<file path="src/rtl/dram_front_settings.svh">
`ifndef DRAM_FRONT_SETTINGS_SVH
`define DRAM_FRONT_SETTINGS_SVH

//////////////////////////////////////////////////
// dram address field widths
//////////////////////////////////////////////////

// bank address
`define DF_BA_W 2
// bank group
`define DF_BG_W 2
// row
`define DF_RO_W 8
// column
`define DF_CO_W 5
// byte offset within one dram word
`define DF_BO_W 3

//////////////////////////////////////////////////
// machine shape
//////////////////////////////////////////////////

// source coordinate carried by the cache dma request
`define DF_CORD_W 8
// low cord bits select the ruche lane, not the vcache
`define DF_LG_RUCHE 1
`define DF_LG_VC_PER_LINK 2
// vcaches sharing one dram channel
`define DF_VC_PER_CHANNEL 2
`define DF_NUM_CHANNELS 8

`endif

</file>
<file path="src/rtl/dram_geom_pkg.sv">
`include "dram_front_settings.svh"

package dram_geom_pkg;

  // one vector type per address field
  typedef logic [`DF_BA_W-1:0] ba_t;
  typedef logic [`DF_BG_W-1:0] bg_t;
  typedef logic [`DF_RO_W-1:0] ro_t;
  typedef logic [`DF_CO_W-1:0] co_t;
  typedef logic [`DF_BO_W-1:0] bo_t;

  // address of one cache's region inside a channel
  typedef logic [`DF_BA_W+`DF_BG_W+`DF_RO_W+`DF_CO_W+`DF_BO_W-1:0] bank_addr_t;

  // field order as the cache dma emits it
  typedef struct packed {
    ba_t ba;
    bg_t bg;
    ro_t ro;
    co_t co;
    bo_t bo;
  } cache_ch_addr_s;

  // field order the dram model maps with
  typedef struct packed {
    ro_t ro;
    bg_t bg;
    ba_t ba;
    co_t co;
    bo_t bo;
  } sim_ch_addr_s;

  typedef logic [$clog2(`DF_NUM_CHANNELS)-1:0] channel_t;
  typedef logic [$clog2(`DF_VC_PER_CHANNEL)-1:0] slot_t;

  // slot on top of the bank address
  typedef logic [$bits(slot_t)+$bits(bank_addr_t)-1:0] ch_addr_t;

endpackage

</file>
<file path="src/rtl/vcache_dma_pkg.sv">
`include "dram_front_settings.svh"

package vcache_dma_pkg;

  //////////////////////////////////////////////////
  // request side
  //////////////////////////////////////////////////

  // horizontal side in the upper bit, vertical side in the lower
  typedef logic [1:0] side_t;

  typedef logic [`DF_CORD_W-1:0] cord_t;

  // one cache dma request as seen at the memory edge
  typedef struct packed {
    logic                      write_not_read;
    side_t                     side;
    cord_t                     src_cord;
    dram_geom_pkg::bank_addr_t addr;
  } dma_req_s;

  //////////////////////////////////////////////////
  // dram side
  //////////////////////////////////////////////////

  // request handed to the dram model
  typedef struct packed {
    logic                    write_not_read;
    dram_geom_pkg::channel_t channel;
    dram_geom_pkg::ch_addr_t ch_addr;
  } dram_req_s;

endpackage

</file>
<file path="src/rtl/dma_channel_map.sv">
`timescale 1ns/1ps

`include "dram_front_settings.svh"

module dma_channel_map (
  input  logic                    clk_i,
  input  logic                    rst_n_i,
  input  logic                    req_v_i,
  input  vcache_dma_pkg::side_t   side_i,
  input  vcache_dma_pkg::cord_t   src_cord_i,
  output logic                    v_o,
  output dram_geom_pkg::channel_t channel_o,
  output dram_geom_pkg::slot_t    slot_o
);

  import dram_geom_pkg::*;

  localparam int gid_w = $bits(side_i) + `DF_LG_VC_PER_LINK;

  logic [`DF_LG_VC_PER_LINK-1:0] link_vc_id;
  logic [gid_w-1:0]              global_id;
  channel_t                      channel_n;
  slot_t                         slot_n;

  logic     v_r;
  channel_t channel_r;
  slot_t    slot_r;

  // vcache index along its link, above the ruche lane bits
  assign link_vc_id = src_cord_i[`DF_LG_RUCHE +: `DF_LG_VC_PER_LINK];

  // sides pick which quarter of the machine
  assign global_id = {side_i, link_vc_id};

  // neighbouring caches share a channel
  assign channel_n = channel_t'(global_id / `DF_VC_PER_CHANNEL);
  assign slot_n    = slot_t'(global_id % `DF_VC_PER_CHANNEL);

  always_ff @(posedge clk_i) begin
    if (!rst_n_i) begin
      v_r <= 1'b0;
    end else begin
      v_r <= req_v_i;
    end
  end

  // mapping only moves with a request
  always_ff @(posedge clk_i) begin
    if (req_v_i) begin
      channel_r <= channel_n;
      slot_r    <= slot_n;
    end
  end

  assign v_o       = v_r;
  assign channel_o = channel_r;
  assign slot_o    = slot_r;

endmodule

</file>
<file path="src/rtl/dram_addr_hash.sv">
`timescale 1ns/1ps

module dram_addr_hash (
  input  logic                          clk_i,
  input  logic                          rst_n_i,
  input  dram_geom_pkg::bank_addr_t     req_addr_i,
  output dram_geom_pkg::sim_ch_addr_s   hashed_o,
  input  logic                          read_done_v_i,
  input  dram_geom_pkg::sim_ch_addr_s   read_done_addr_i,
  output logic                          resp_v_o,
  output dram_geom_pkg::cache_ch_addr_s resp_addr_o
);

  import dram_geom_pkg::*;

  cache_ch_addr_s req_fields;
  sim_ch_addr_s   hashed_n;
  sim_ch_addr_s   hashed_r;

  cache_ch_addr_s resp_addr_n;
  cache_ch_addr_s resp_addr_r;
  logic           resp_v_r;

  //////////////////////////////////////////////////
  // forward path, cache order to dram order
  //////////////////////////////////////////////////

  // flat bank address viewed as ba-bg-ro-co-bo
  assign req_fields = req_addr_i;

  always_comb begin
    hashed_n.ro = req_fields.ro;
    hashed_n.bg = req_fields.bg;
    hashed_n.ba = req_fields.ba;
    hashed_n.co = req_fields.co;
    hashed_n.bo = req_fields.bo;
  end

  // stage one, lines up with the channel mapper
  always_ff @(posedge clk_i) begin
    hashed_r <= hashed_n;
  end

  assign hashed_o = hashed_r;

  //////////////////////////////////////////////////
  // return path, dram order back to cache order
  //////////////////////////////////////////////////

  always_comb begin
    resp_addr_n.ba = read_done_addr_i.ba;
    resp_addr_n.bg = read_done_addr_i.bg;
    resp_addr_n.ro = read_done_addr_i.ro;
    resp_addr_n.co = read_done_addr_i.co;
    resp_addr_n.bo = read_done_addr_i.bo;
  end

  always_ff @(posedge clk_i) begin
    if (!rst_n_i) begin
      resp_v_r <= 1'b0;
    end else begin
      resp_v_r <= read_done_v_i;
    end
  end

  // hold last address between read-dones
  always_ff @(posedge clk_i) begin
    if (read_done_v_i) begin
      resp_addr_r <= resp_addr_n;
    end
  end

  assign resp_v_o    = resp_v_r;
  assign resp_addr_o = resp_addr_r;

endmodule

</file>
<file path="src/rtl/dram_req_merge.sv">
`timescale 1ns/1ps

module dram_req_merge (
  input  logic                        clk_i,
  input  logic                        rst_n_i,
  input  logic                        v_i,
  input  logic                        write_not_read_i,
  input  dram_geom_pkg::channel_t     channel_i,
  input  dram_geom_pkg::slot_t        slot_i,
  input  dram_geom_pkg::sim_ch_addr_s hashed_i,
  output logic                        dram_v_o,
  output vcache_dma_pkg::dram_req_s   dram_req_o
);

  import dram_geom_pkg::*;
  import vcache_dma_pkg::*;

  logic       wnr_r;
  bank_addr_t hashed_flat;
  dram_req_s  dram_req_n;
  dram_req_s  dram_req_r;
  logic       dram_v_r;

  // write flag arrives with the raw request, one stage early
  always_ff @(posedge clk_i) begin
    wnr_r <= write_not_read_i;
  end

  // dram model takes the hashed fields as one vector
  assign hashed_flat = hashed_i;

  always_comb begin
    dram_req_n.write_not_read = wnr_r;
    dram_req_n.channel        = channel_i;
    // slot selects the cache's half of the channel
    dram_req_n.ch_addr        = {slot_i, hashed_flat};
  end

  always_ff @(posedge clk_i) begin
    if (!rst_n_i) begin
      dram_v_r <= 1'b0;
    end else begin
      dram_v_r <= v_i;
    end
  end

  always_ff @(posedge clk_i) begin
    if (v_i) begin
      dram_req_r <= dram_req_n;
    end
  end

  assign dram_v_o   = dram_v_r;
  assign dram_req_o = dram_req_r;

endmodule

</file>
<file path="src/rtl/manycore_dram_front.sv">
`timescale 1ns/1ps

module manycore_dram_front (
  input  logic                          clk_i,
  input  logic                          rst_n_i,
  input  logic                          dma_req_v_i,
  input  vcache_dma_pkg::dma_req_s      dma_req_i,
  input  logic                          read_done_v_i,
  input  dram_geom_pkg::sim_ch_addr_s   read_done_addr_i,
  output logic                          dram_v_o,
  output vcache_dma_pkg::dram_req_s     dram_req_o,
  output logic                          resp_v_o,
  output dram_geom_pkg::cache_ch_addr_s resp_addr_o
);

  import dram_geom_pkg::*;

  // stage one results
  logic         map_v;
  channel_t     map_channel;
  slot_t        map_slot;
  sim_ch_addr_s hashed;

  //////////////////////////////////////////////////
  // stage one, mapper and hasher side by side
  //////////////////////////////////////////////////

  dma_channel_map u_channel_map (
    .clk_i      (clk_i),
    .rst_n_i    (rst_n_i),
    .req_v_i    (dma_req_v_i),
    .side_i     (dma_req_i.side),
    .src_cord_i (dma_req_i.src_cord),
    .v_o        (map_v),
    .channel_o  (map_channel),
    .slot_o     (map_slot)
  );

  // also owns the read-done return path
  dram_addr_hash u_addr_hash (
    .clk_i            (clk_i),
    .rst_n_i          (rst_n_i),
    .req_addr_i       (dma_req_i.addr),
    .hashed_o         (hashed),
    .read_done_v_i    (read_done_v_i),
    .read_done_addr_i (read_done_addr_i),
    .resp_v_o         (resp_v_o),
    .resp_addr_o      (resp_addr_o)
  );

  //////////////////////////////////////////////////
  // stage two, request to the dram model
  //////////////////////////////////////////////////

  dram_req_merge u_req_merge (
    .clk_i            (clk_i),
    .rst_n_i          (rst_n_i),
    .v_i              (map_v),
    .write_not_read_i (dma_req_i.write_not_read),
    .channel_i        (map_channel),
    .slot_i           (map_slot),
    .hashed_i         (hashed),
    .dram_v_o         (dram_v_o),
    .dram_req_o       (dram_req_o)
  );

endmodule

</file>
<file path="config.mk">
export PLATFORM = sky130hd
export DESIGN_NAME = manycore_dram_front
export DESIGN_NICKNAME = d
export VERILOG_FILES = /design/src/rtl/dram_geom_pkg.sv /design/src/rtl/vcache_dma_pkg.sv /design/src/rtl/dma_channel_map.sv /design/src/rtl/dram_addr_hash.sv /design/src/rtl/dram_req_merge.sv /design/src/rtl/manycore_dram_front.sv
export VERILOG_INCLUDE_DIRS = /design/src /design/src/rtl
export SDC_FILE = /design/constraint.sdc
export NUM_CORES = 1
export LEC_CHECK = 0
export BUFFER_PORTS_ARGS = -buffer_cell sky130_fd_sc_hd__buf_4
export CAP_MARGIN = 15
export CORE_MARGIN = 2
export CORE_UTILIZATION = 41
export CTS_BUF_LIST = sky130_fd_sc_hd__clkbuf_4
export DETAILED_ROUTE_END_ITERATION = 8
export HOLD_SLACK_MARGIN = 0.12
export PLACE_DENSITY = 0.76
export SETUP_SLACK_MARGIN = 0.02
export SLEW_MARGIN = 20
export SYNTH_ARGS = -nofsm -noshare
export SYNTH_HDL_FRONTEND = slang
export SYNTH_HIERARCHICAL = 1
export SYNTH_SLANG_ARGS = --single-unit
</file>
<file path="constraint.sdc">
create_clock -name clk_i -period 1.4 [get_ports clk_i]
set_clock_uncertainty 0.15 [all_clocks]
set_input_delay 0.14 -clock clk_i [delete_from_list [all_inputs] [get_ports clk_i]]
set_output_delay 0.14 -clock clk_i [all_outputs]
set_load 0.05 [all_outputs]
</file>
# Word-level counts from Yosys, hierarchy flattened
# Cells that the tools add are included.
dict set report word_totals {
  regBits 73
  inputBits 55
  output_inout_bits 47
  wordCells 19
}

# Logic depth before layout (Yosys ltp)
dict set report logic_depth {
  ltp_word 0
  ltp_mapped 1
  ltp_nobuf 1
}

# Modules after synthesis
# Netlist, hierarchy kept.
# mod instances cells_each area_each_um2 seq_area_each_um2
set modules_own_cells {}
lappend modules_own_cells {dram_addr_hash 1 42 1027.2 1021.0}
lappend modules_own_cells {dram_req_merge 1 28 797.0 790.8}
lappend modules_own_cells {dma_channel_map 1 6 146.4 140.1}

# Worst setup path before layout
# Ideal clock, no wire load.
dict set report synth_path {
  kind {register to register}
  from {register u_channel_map.v_r, in the netlist u_channel_map/v_o}
  to {register u_req_merge.dram_req_r, in the netlist u_req_merge/dram_req_o[0] (enable)}
  setup_time_ns 0.384
  arrival_time_ns 0.823
  required_time_ns 0.866
  path_slack_ns 0.043
  stages_incl_launch_ff 1
  path_buffers 0
  path_cell_list {dfxtp_1}
}
# item line_no
set synth_rtl {}
lappend synth_rtl {{from (decl)} dma_channel_map.sv:25} ;# logic v_r;
lappend synth_rtl {{from (signal assigned)} dma_channel_map.sv:43} ;# v_r <= req_v_i;
lappend synth_rtl {{to (signal assigned)} dram_req_merge.sv:49} ;# dram_req_r <= dram_req_n;
lappend synth_rtl {{to (decl)} dram_req_merge.sv:21} ;# dram_req_s dram_req_r;
# No word-level cell between the ends.

# Final worst setup path
dict set report layout_path {
  from {register u_addr_hash.resp_addr_r, in the netlist u_addr_hash/resp_addr_o[12]}
  to {output port resp_addr_o[12] in the netlist's numbering}
}
# item line_no
set layout_rtl {}
lappend layout_rtl {{from (decl)} dram_addr_hash.sv:21} ;# cache_ch_addr_s resp_addr_r;
lappend layout_rtl {{from (signal assigned)} dram_addr_hash.sv:69} ;# resp_addr_r <= resp_addr_n;
lappend layout_rtl {{to (decl)} manycore_dram_front.sv:13} ;# output dram_geom_pkg::cache_ch_addr_s resp_addr_o
# No word-level cell between the ends.

==> impl_results.md <==
- Status: finished clean
- Wire per inst: 14.4 µm
- # nets final: 286
- Pin slew with the least headroom to its limit: 0.249 ns
- Overall Power: 4.28 mW
- Sw Share: 0.266
- Met2 routed WL: 1920 µm
- Starting Density: 0.420
- CP max-delay cell: edfxtp_1
- Minimum clock period: 1.30 ns
- Post-CTS sizing: 0
- Met1 WL: 1690 µm
- Distinct cells, synth: 3
- DR vias/cell: 4.27
- Crit path from: u_addr_hash/resp_addr_o[12]
- Die ar.: 5380 µm²
- Max Clock Freq: 771 MHz
- #FFs+latches synth: 73
- Slew headroom: 0.834
- Worst r2r dst: u_req_merge/dram_req_o[8]
- Die Height: 73.3 µm
- Post-DRT Antenna Nets: 0
- Register area share after synthesis: 0.990
- Mapped Nets: 131
- Worst Reg-to-Reg Cells: 1
- Data required, critical path: 1.11 ns
- Final worst-path cycle share: 0.926
- Area after DPL: 2770 µm²
- Hold slack: 0.237 ns
- Reg2reg setup slack: 0.39 ns
- Final Hold Fails: 0
- IO buf count: 95
- HP Class: input pin to flop
- Detailed-route DRC error count: 0
- TritonCTS buffer count: 9
- Crit-path max FO: 1
- Area Growth Syn to Fin: 70.4%
- PwrDens: 1270 nW/µm²
- First-pass GRT wire length: 5970 µm
- Combinational Power Share: 0.176
- Mean Syn Cell Area: 25.9 µm²
- Synth area leader: edfxtp_1
- Core area: 4690 µm²
- Clk pwr share: 0.241
- Placer Congestion: 0.663
- Num Clock Sinks: 73
- Worst setup EP type: primary output
- Metal3 WL: 479 µm
- First drt pass iteration count: 5
- Vias in the first global route: 1313
- Initial antenna violation count: 0
- Startpoint types: flop
- Final instance area: 3360 µm²
- Net switching power: 1.14 mW
- Int Power: 3.14 mW
- Warnings from Yosys: 6
- Clock Tree Buf Depth: 2
- Clk pin slew, worst setup/hold paths: 0.10 ns
- Setup violators final: 0
- Max Slew Vio Count: 0
- Die Width: 73.3 µm
- WP depth: 1
- Max-cap violation count: 0
- Setup_tns: 0 ns
- Crit-path max cell delay: 0.41 ns
- CP top delay family: flip-flops
- Flop pwr share: 0.583
- Crit path buf inv count: 1
- RSZ-0062 raised after global routing: no
- Max H-tree Level: 3
- CTS tree: built
- Post-DP HPWL: 2270 µm
- Synth area leaders: edfxtp_1, dfxtp_1, and2_1
- Ports: 102
- Synthesized area: 1970 µm²
- Overall Global Routing Usage: 0.163
- Layout cells sized above 1: 0.470
- Grt ovf: 0
- DRT Wirelength: 4170 µm
- CTS root buf: clkbuf_4
- Antenna cells: 0
- Uppermost layer routed: met4
- CP Cell Sequence: buf_4
- Synth top area share: 0.747
- Largest net degree at the start of global routing: 27
- Lkg Pwr: 1.41 nW
- CP endpoint: resp_addr_o[12]
- Maximum VDD drop: 0.779 mV
- Row Count: 25
- Worst-Skew Late Latency: 0.39 ns
- Via count: 1237
- Crit path DAT: 1.01 ns
- Initial DRC count: 29
- Crit Path Category: flop to primary output
- Post-synthesis cell count: 76
- Worst R2R Start: u_channel_map/v_o
[cells in the final DEF, fill, tap and decap left out]
cell type,instances
buf_4,95
and2_1,3
clkinv_1,1
clkbuf_4,11
buf_12,1
clkinv_2,4
edfxtp_1,49
dfxtp_1,24
dlygate4sd3_1,48
[synth_stat cells]
cell      instances
dfxtp_1          24
and2_1            3
edfxtp_1         49
[power groups by stage]
stage	Combinational (mW)	Sequential [mW]	Clock, mW
floorplan	0.00251	2.90	0
global placement	0.632	2.53	0
detailed placement	0.641	2.54	0
CTS	0.747	2.49	1.08
global route	0.781	2.51	1.16
finish	0.751	2.49	1.03
[cell type report]
class | instances | area [µm²]
Clock buffer | 11 | 82.6
Clock inverter | 5 | 23.8
Fill cell | 301 | 1330
Multi-Input combinational cell | 3 | 18.8
Sequential cell | 73 | 1950
Tap cell | 54 | 67.6
Timing Repair Buffer | 144 | 1210
[through the flow]
step                       util  instances  setup slack, ns
final                     0.716        290            0.103
after CTS                 0.716        290           0.0782
after global placement    0.591        226            0.420
after global routing      0.716        290           0.0394
after detailed placement  0.591        226            0.410
after floorplan               -         76           0.0432
[timing repair]
item | in CTS | in global routing
hold buffers | 48 | 0
buffers inserted | 0 | 0
hold endpoints to repair | 72 | 0
[registers in the layout, summed over array words and instances (netlist names)]
| signal | count |
|---|---|
| u_req_merge/dram_req_o | 25 |
| u_req_merge/dram_v_o | 1 |
| u_channel_map/v_o | 1 |
| u_req_merge/wnr_r | 1 |
| u_channel_map/channel_o | 3 |
| u_addr_hash/resp_v_o | 1 |
| u_channel_map/slot_o | 1 |
| u_addr_hash/resp_addr_o | 20 |
| u_addr_hash/hashed_o | 20 |
[routing by layer]
layer,vias to the layer above,global-route usage
met2,88,0.247
li1,595,-
met4,0,0.117
met5,-,0
met3,7,0.0727
met1,547,0.184
[worst min-delay path by stage]
stage	cells past startpoint	end	start	slack (ns)
after detailed placement	1	u_addr_hash/hashed_o[17]	dma_req_i[13]	0.1
after floorplan	0	u_addr_hash/hashed_o[0]	dma_req_i[0]	0.02
after global placement	1	u_addr_hash/hashed_o[4]	dma_req_i[4]	0.09
after CTS	2	u_addr_hash/hashed_o[11]	dma_req_i[17]	0.21
final	2	u_addr_hash/hashed_o[1]	dma_req_i[1]	0.24
after global routing	2	u_addr_hash/hashed_o[1]	dma_req_i[1]	0.21
[cell families after synthesis]
group | share of synthesized area
simple gates | 0.00952
flops | 0.990
Note: power is estimated with default switching activity, not from simulation.
